**config.mk**
```make
export PLATFORM = sky130hd
export DESIGN_NAME = serial_alu
export DESIGN_NICKNAME = d
export VERILOG_FILES = /design/src/hdl/nibble_alu_pkg.sv /design/src/hdl/nibble_step_if.sv /design/src/hdl/serial_alu.sv /design/src/hdl/nibble_result_reg.sv /design/src/hdl/nibble_loop_fsm.sv /design/src/hdl/nibble_counter.sv /design/src/hdl/nibble_alu.sv
export SDC_FILE = /design/constraint.sdc
export NUM_CORES = 1
export LEC_CHECK = 0
export CAP_MARGIN = 15
export CELL_PAD_IN_SITES_DETAIL_PLACEMENT = 0
export CELL_PAD_IN_SITES_GLOBAL_PLACEMENT = 1
export CORE_UTILIZATION = 36
export DETAILED_ROUTE_END_ITERATION = 6
export DONT_BUFFER_PORTS = 1
export GPL_TIMING_DRIVEN = 0
export PLACE_DENSITY_LB_ADDON = 0.1
export SETUP_SLACK_MARGIN = 0.02
export SYNTH_ARGS = -nofsm -noshare
export SYNTH_HDL_FRONTEND = slang
export SYNTH_SLANG_ARGS = --single-unit
```
**constraint.sdc**
```tcl
create_clock -name clk -period 10.1 [get_ports clk]
set_input_delay 0.505 -clock clk [delete_from_list [all_inputs] [get_ports clk]]
set_output_delay 0.505 -clock clk [all_outputs]
set_load 0.01 [all_outputs]
```
**src/hdl/nibble_alu_pkg.sv**
```systemverilog
// nibble ALU package with sizes, command encoding and ALU argument and return structs
`default_nettype none

package nibble_alu_pkg;

    // one ALU slice works on a nibble, a word holds eight of them
    localparam int nibble_w = 4;
    localparam int nibbles  = 8;
    localparam int word_w   = nibble_w * nibbles;

    // width of the nibble index
    localparam int idx_w = $clog2(nibbles);

    // ADD and SUB run from nibble 0 upwards, RSHFT runs from the top nibble down
    typedef enum logic [1:0] {
        ADD   = 2'd0,
        SUB   = 2'd1,
        RSHFT = 2'd2
    } alu_cmd_t;

    // inputs of one slice step
    typedef struct packed {
        alu_cmd_t              cmd;
        logic                  carry_in;
        // invert d2 before the add, used for SUB
        logic                  b_inv;
        logic [nibble_w-1:0]   d1;
        logic [nibble_w-1:0]   d2;
        // bit shifted into the top of the nibble on RSHFT
        logic                  d2_next_lsb;
    } alu_args_t;

    // outputs of one slice step
    typedef struct packed {
        logic [nibble_w-1:0]   res;
        logic                  carry_out;
    } alu_ret_t;

endpackage

`default_nettype wire
```
**src/hdl/nibble_step_if.sv**
```systemverilog
// per-step control interface between the sequencer FSM, the nibble counter and the datapath
`timescale 1ns/1ps
`default_nettype none

interface nibble_step_if;

    // from the FSM
    logic                             load;
    logic                             step_en;

    // from the counter
    logic [nibble_alu_pkg::idx_w-1:0] idx;
    logic                             last;
    // idx lies above the operand width
    logic                             past_width;
    // high while an RSHFT walks from the top nibble down
    logic                             reverse;

    modport fsm (
        output load,
        output step_en,
        input  last
    );

    modport cnt (
        input  load,
        input  step_en,
        output idx,
        output last,
        output past_width,
        output reverse
    );

    modport dat (
        input load,
        input step_en,
        input idx,
        input last,
        input past_width,
        input reverse
    );

endinterface

`default_nettype wire

```
**src/hdl/serial_alu.sv**
```systemverilog
// top level of the nibble-serial ALU with FSM, counter and datapath joined by the step interface
`timescale 1ns/1ps
`default_nettype none

module serial_alu (
    input  wire                               clk,
    input  wire                               rst_n,
    input  wire                               start,
    input  nibble_alu_pkg::alu_cmd_t          cmd,
    // operand width as nibble count minus one
    input  wire [2:0]                         width,
    input  wire                               b_signed,
    input  wire [nibble_alu_pkg::word_w-1:0]  word1,
    input  wire [nibble_alu_pkg::word_w-1:0]  word2,
    input  wire [nibble_alu_pkg::word_w-1:0]  preinit,
    output logic                              busy,
    output logic                              done,
    output logic [nibble_alu_pkg::word_w-1:0] result,
    output logic                              carry_out
);

    nibble_step_if step_if ();

    nibble_loop_fsm fsm_inst (
        .clk   (clk),
        .rst_n (rst_n),
        .start (start),
        .busy  (busy),
        .done  (done),
        .step  (step_if.fsm)
    );

    // counter and datapath each latch cmd on load
    nibble_counter counter_inst (
        .clk   (clk),
        .rst_n (rst_n),
        .cmd   (cmd),
        .width (width),
        .step  (step_if.cnt)
    );

    nibble_result_reg result_inst (
        .clk       (clk),
        .rst_n     (rst_n),
        .cmd       (cmd),
        .b_signed  (b_signed),
        .word1     (word1),
        .word2     (word2),
        .preinit   (preinit),
        .result    (result),
        .carry_out (carry_out),
        .step      (step_if.dat)
    );

endmodule

`default_nettype wire

```
**src/hdl/nibble_result_reg.sv**
```systemverilog
// result word and carry registers, operand nibble selection and the ALU slice
`timescale 1ns/1ps
`default_nettype none

module nibble_result_reg (
    input  wire                                  clk,
    input  wire                                  rst_n,
    input  nibble_alu_pkg::alu_cmd_t             cmd,
    input  wire                                  b_signed,
    input  wire [nibble_alu_pkg::word_w-1:0]     word1,
    input  wire [nibble_alu_pkg::word_w-1:0]     word2,
    input  wire [nibble_alu_pkg::word_w-1:0]     preinit,
    output logic [nibble_alu_pkg::word_w-1:0]    result,
    output logic                                 carry_out,
    nibble_step_if.dat                           step
);

    nibble_alu_pkg::alu_cmd_t              cmd_q;
    logic                                  b_signed_q;
    logic [nibble_alu_pkg::word_w-1:0]     word1_q;
    logic [nibble_alu_pkg::word_w-1:0]     word2_q;

    // carry between forward steps, shifted-out bit between RSHFT steps
    logic                                  carry_q;

    logic [nibble_alu_pkg::nibble_w-1:0]   d2_raw;
    nibble_alu_pkg::alu_args_t             alu_args;
    nibble_alu_pkg::alu_ret_t              alu_ret;

    always_ff @(posedge clk) begin
        if (step.load) begin
            cmd_q      <= cmd;
            b_signed_q <= b_signed;
            word1_q    <= word1;
            word2_q    <= word2;
        end
    end

    assign d2_raw = word2_q[step.idx*nibble_alu_pkg::nibble_w +: nibble_alu_pkg::nibble_w];

    always_comb begin
        alu_args.cmd      = cmd_q;
        alu_args.carry_in = carry_q;
        alu_args.b_inv    = (cmd_q == nibble_alu_pkg::SUB);
        alu_args.d1       = word1_q[step.idx*nibble_alu_pkg::nibble_w +: nibble_alu_pkg::nibble_w];
        // sign fill above the width, inverted afterwards for SUB
        if (step.past_width) begin
            alu_args.d2 = {nibble_alu_pkg::nibble_w{b_signed_q}};
        end else begin
            alu_args.d2 = d2_raw;
        end
        // the top visited nibble sees a 0 since carry_q is cleared on load
        alu_args.d2_next_lsb = carry_q;
    end

    nibble_alu alu_inst (
        .args (alu_args),
        .ret  (alu_ret)
    );

    always_ff @(posedge clk or negedge rst_n) begin
        if (!rst_n) begin
            result    <= '0;
            carry_q   <= 1'b0;
            carry_out <= 1'b0;
        end else if (step.load) begin
            result    <= preinit;
            carry_q   <= (cmd == nibble_alu_pkg::SUB);
            carry_out <= 1'b0;
        end else if (step.step_en) begin
            result[step.idx*nibble_alu_pkg::nibble_w +: nibble_alu_pkg::nibble_w] <= alu_ret.res;
            carry_q <= step.reverse ? d2_raw[0] : alu_ret.carry_out;
            if (step.last && !step.reverse) begin
                carry_out <= alu_ret.carry_out;
            end
        end
    end

endmodule

`default_nettype wire

```
**src/hdl/nibble_loop_fsm.sv**
```systemverilog
// sequencer FSM stepping through load, run and done
`timescale 1ns/1ps
`default_nettype none

module nibble_loop_fsm (
    input  wire         clk,
    input  wire         rst_n,
    input  wire         start,
    output logic        busy,
    output logic        done,
    nibble_step_if.fsm  step
);

    typedef enum logic [1:0] {
        IDLE = 2'd0,
        RUN  = 2'd1,
        DONE = 2'd2
    } state_t;

    state_t state;
    state_t state_next;

    // start only counts while idle, it also loads the datapath in this cycle
    assign step.load    = (state == IDLE) && start;
    assign step.step_en = (state == RUN);

    always_comb begin
        state_next = state;
        case (state)
            IDLE: begin
                if (start) begin
                    state_next = RUN;
                end
            end
            RUN: begin
                // the step where last is high is the final one
                if (step.last) begin
                    state_next = DONE;
                end
            end
            DONE: begin
                state_next = IDLE;
            end
            default: begin
                state_next = IDLE;
            end
        endcase
    end

    always_ff @(posedge clk or negedge rst_n) begin
        if (!rst_n) begin
            state <= IDLE;
        end else begin
            state <= state_next;
        end
    end

    assign busy = (state == RUN);
    assign done = (state == DONE);

endmodule

`default_nettype wire

```
**src/hdl/nibble_counter.sv**
```systemverilog
// nibble index counter with direction, last-nibble and past-width detection
`timescale 1ns/1ps
`default_nettype none

module nibble_counter (
    input  wire                     clk,
    input  wire                     rst_n,
    input  nibble_alu_pkg::alu_cmd_t cmd,
    input  wire [2:0]               width,
    nibble_step_if.cnt              step
);

    // command and width held for the whole operation
    nibble_alu_pkg::alu_cmd_t          cmd_q;
    logic [2:0]                        width_q;
    logic [nibble_alu_pkg::idx_w-1:0]  idx_q;

    always_ff @(posedge clk or negedge rst_n) begin
        if (!rst_n) begin
            cmd_q   <= nibble_alu_pkg::ADD;
            width_q <= '0;
        end else if (step.load) begin
            cmd_q   <= cmd;
            width_q <= width;
        end
    end

    // RSHFT starts at the top visited nibble, forward commands at nibble 0
    always_ff @(posedge clk or negedge rst_n) begin
        if (!rst_n) begin
            idx_q <= '0;
        end else if (step.load) begin
            idx_q <= (cmd == nibble_alu_pkg::RSHFT) ? width : '0;
        end else if (step.step_en) begin
            if (step.reverse) begin
                idx_q <= idx_q - 1'b1;
            end else begin
                idx_q <= idx_q + 1'b1;
            end
        end
    end

    assign step.idx     = idx_q;
    assign step.reverse = (cmd_q == nibble_alu_pkg::RSHFT);

    // forward commands always walk every nibble, width only affects sign fill
    assign step.last = step.reverse ? (idx_q == '0)
                                    : (idx_q == {nibble_alu_pkg::idx_w{1'b1}});

    assign step.past_width = (idx_q > width_q);

endmodule

`default_nettype wire

```
**src/hdl/nibble_alu.sv**
```systemverilog
// combinational 4-bit ALU slice for add, subtract and one-bit right shift
`timescale 1ns/1ps
`default_nettype none

module nibble_alu (
    input  nibble_alu_pkg::alu_args_t args,
    output nibble_alu_pkg::alu_ret_t  ret
);

    // second operand after optional inversion
    logic [nibble_alu_pkg::nibble_w-1:0] d2_eff;

    // sum with the carry as its top bit
    logic [nibble_alu_pkg::nibble_w:0]   sum;

    // SUB is an add of the inverted operand with carry_in set by the caller
    always_comb begin
        d2_eff = args.b_inv ? ~args.d2 : args.d2;
    end

    always_comb begin
        sum = {1'b0, args.d1}
            + {1'b0, d2_eff}
            + {{nibble_alu_pkg::nibble_w{1'b0}}, args.carry_in};
    end

    always_comb begin
        ret = '0;
        case (args.cmd)
            nibble_alu_pkg::RSHFT: begin
                // the neighbour's bit 0 enters at the top
                ret.res       = {args.d2_next_lsb, args.d2[nibble_alu_pkg::nibble_w-1:1]};
                ret.carry_out = 1'b0;
            end
            nibble_alu_pkg::ADD,
            nibble_alu_pkg::SUB: begin
                ret.res       = sum[nibble_alu_pkg::nibble_w-1:0];
                ret.carry_out = sum[nibble_alu_pkg::nibble_w];
            end
            default: begin
                ret = '0;
            end
        endcase
    end

endmodule

`default_nettype wire

```
==> metrics <==
Detail Placement HPWL=between 8 and 9 mm; Placed Cells=between 500 and 600; Largest stage delay, worst path=~0.48 ns; largest net degree at the start of global routing=45; Reg2Reg Capture Point=result_inst.result[14]; Max VDD drop=around 160 µV; hold path cells=0; met3 Usage GRT=about 4.7%; critical path required time=between 10 and 15 ns; Worst R2R Path Depth=15; CP top delay family=adder cells; skew final=just under 0.007 ns; Synth Area in Simple Gates=between 10 and 15%; Num CTS Buffers=9; IO Pins=140; R2R Path Start=counter_inst.step.idx[0]; Buffers & Inverters on Critical Path=3; Crit-path slowest cell=nor2_2; minimum clock period=between 4 and 5 ns; via/cell ratio=5.40; Hold Path Origin=word2[7]; H-Tree Level Count=3; Setup violations, final=0; arrival time worst endpoint=approximately 4.6 ns; area of the multi-input gates=1770 µm²; compound-cell area share of the yosys netlist=about 11%; final period utilization=between 40% and 50%; GRT Max-Usage Layer=met2; status=finished, final reports clean; die area=between 10000 and 15000 µm²; critical path cell sequence=buf_4 > buf_2 > inv_1 > ha_1 > and3b_1 > o21a_1 > and2_1 > a21oi_1 > xor2_1 > fa_1 > fa_1 > xor2_1 > o22ai_1 > nor2_2 > o21ai_0; post-DR wirelength/cell=between 20 and 25 µm; Area Growth Syn to Fin=11.5%; FF+latch count, synth=111; first-pass GRT wire length=between 15 and 20 mm; RSZ-0062 raised after global routing=no; Post-synth EDFFs=between 60 and 70; Lkg Pwr=0.00218 µW; Initial Utilization=37.4%; Die H=~120 µm; Root Buffer=clkbuf_16; number of max-cap violations=0; GRT met2 Usage=~28%; Initial DRC Count=just under 200; Post-Synthesis Cells=around 390; Synthesized Nets=between 500 and 600; Nets=between 500 and 600; final hold vios=0; row count=42; grt ovf=0; clk buf depth=2; detailed-router iteration count before antenna repair=4; main combinational cell family by area after synthesis=simple AND/OR/NAND/NOR gates; Synth Area in Adders=3.93%; fillers=around 1300; Die Width=about 120 µm; CP startpoint kind=flop; element type at the critical path end=flop; worst slew pin tran=about 0.90 ns; worst min path class=primary input to flop; ant diodes=0; Final ANT Viol Nets=0; Clk Latency, worst-skew pair=about 0.35 ns; Post-Route WL=12.1 mm; register-to-register setup slack=5.70 ns; M1 GR Usage=22.5%; global-route usage over all layers=between 10% and 20%; final non-filler cell total=slightly below 600; number of library cell types mapped by synthesis=between 40 and 50; layout cells sized above 1=12.5%; initial antenna violation count=0; area of the mapped netlist=5040 µm²; Reg clk slew, reported paths=0.08 ns; Post-Syn Area per Cell=~13 µm²; mux cell area share after synthesis=7.75%; pwr/cell area=around 370 nW/µm²; hold slack=between 0.2 and 0.25 ns; number of max-slew violations in the final report=0; Synth Area in XOR/XNOR=around 1.6%; vias in the first global route=around 3200; normalized max-slew margin=between 30 and 40%; TNS Setup=0 ns; Fmax=roughly 0.23 GHz; IO Port Bufs=0; number of gates given a new drive strength after cts=0; ys async rst share=between 30% and 40%; register area=3110 µm²; CTS tree=done; Hold Path Sink=result_inst.word2_q[7]; sequential area share after synthesis=~62%; Setup CP Type=flop to flop; DRC errors left=0; clk sinks=roughly 110; ys flop type=edfxtp_1; Synth warnings=0; gp weighted congestion=0.788; total number of vias=between 3000 and 4000; Worst Path Max Fanout=10; core area=around 13000 µm²
## where the power goes
group          leakage, µW  internal [µW]  switching, µW
combinational     0.000881            378            619
clock             0.000149            186            171
sequential         0.00115            635            105
## layer usage
| metal | vias to the layer above | share of wire (%) |
|---|---|---|
| met4 | 0 | 1.8 |
| met1 | 1554 | 44 |
| met3 | 13 | 6.0 |
| met5 | - | 0 |
| li1 | 1468 | - |
| met2 | 121 | 48 |
## sequential cells by signal (all words and copies together) (netlist names)
register,count
fsm_inst.state,2
result_inst.word2_q,32
result_inst.result,32
counter_inst.width_q,3
counter_inst.cmd_q,2
result_inst.carry_q,1
counter_inst.step.idx,3
result_inst.b_signed_q,1
result_inst.cmd_q,2
result_inst.word1_q,32
result_inst.carry_out,1
## metrics by stage
stage	setup WS [ns]	instance area (µm²)	utilization, %	total power, µW
after floorplan	6.57	5040	-	1460
after global placement	5.50	5260	39.1	1750
after detailed placement	5.62	5280	39.2	1770
after CTS	5.57	5610	41.7	2140
after global routing	5.31	5610	41.7	2260
final	5.70	5610	41.7	2090
## worst reg2reg max path, cell delays in order (launching register included)
cell and delay, ns:
dfrtp_1 0.44, buf_4 0.26, buf_2 0.37, inv_1 0.24, ha_1 0.22, and3b_1 0.25
o21a_1 0.26, and2_1 0.18, a21oi_1 0.06, xor2_1 0.17, fa_1 0.44, fa_1 0.41
xor2_1 0.17, o22ai_1 0.11, nor2_2 0.48, o21ai_0 0.18
## cell families (layout without fill, tap and decap cells)
logic type / Yosys count / after routing
compound gates: 85 / 85
xor+xnor: 9 / 9
fa+ha+maj: 14 / 14
buf+inv: 36 / 55
flops: 111 / 111
mux: 19 / 19
simple gates: 115 / 115
## worst max-delay path by stage
stage	depth (start not counted)	slack (ns)	to	start
6_report	15	5.70	result_inst.result[14]	counter_inst.step.idx[0]
5_1_grt	15	5.31	result_inst.result[14]	counter_inst.step.idx[0]
4_1_cts	15	5.57	result_inst.result[14]	counter_inst.step.idx[0]
3_5_place_dp	15	5.62	result_inst.result[14]	counter_inst.step.idx[0]
3_3_place_gp	6	5.50	counter_inst.step.idx[1]	fsm_inst.state[0]
2_1_floorplan	15	6.57	result_inst.result[22]	counter_inst.step.idx[0]
## cell type report
class / count / area share, %
Buffer: 18 / 1.54
Clock buffer: 11 / 4.50
Clock inverter: 5 / 0.825
Inverter: 18 / 1.20
Multi-Input combinational cell: 242 / 31.5
Sequential cell: 111 / 55.4
Tap cell: 176 / 3.92
Timing Repair Buffer: 3 / 1.03
## Yosys cell counts, drive strengths merged (6+ instances only)
library cell	n	area (µm²)
nor2b	7	43.8
o21ai	13	65.1
a221o	6	60.1
and3	9	61.3
buf	13	66.3
mux4	16	360
nor2	29	114
nand3	10	50.1
dfrtp	44	1100
nand2	43	161
a21oi	27	139
inv	17	63.8
ha	11	138
o22ai	19	119
edfxtp	67	2010
## placed cells by master, fill, tap and decap left out, drive strengths merged
cell type | synthesis | final
a21o | 2 | 2
a21oi | 27 | 27
a221o | 6 | 6
a22o | 2 | 2
a22oi | 4 | 4
a31o | 1 | 1
a41o | 1 | 1
and2 | 1 | 1
and3 | 9 | 9
and3b | 2 | 2
and4bb | 1 | 1
buf | 13 | 15
clkbuf | 5 | 16
clkinv | 1 | 2
dfrtp | 44 | 44
dlygate4sd3 | 0 | 1
edfxtp | 67 | 67
fa | 3 | 3
ha | 11 | 11
inv | 17 | 21
mux2i | 3 | 3
mux4 | 16 | 16
nand2 | 43 | 43
nand2b | 3 | 3
nand3 | 10 | 10
nand3b | 2 | 2
nand4b | 1 | 1
nor2 | 29 | 29
nor2b | 7 | 7
nor3 | 4 | 4
o211ai | 5 | 5
o21a | 3 | 3
o21ai | 13 | 13
o22ai | 19 | 19
o31ai | 2 | 2
or3 | 1 | 1
or3b | 1 | 1
or4b | 1 | 1
xnor2 | 4 | 4
xor2 | 5 | 5
## timing repair
action / in CTS / in global routing
buffers inserted: 0 / 0
hold buffers: 2 / 0
hold endpoints to repair: 44 / 0
No activity file was read; power rests on OpenSTA's default activity.
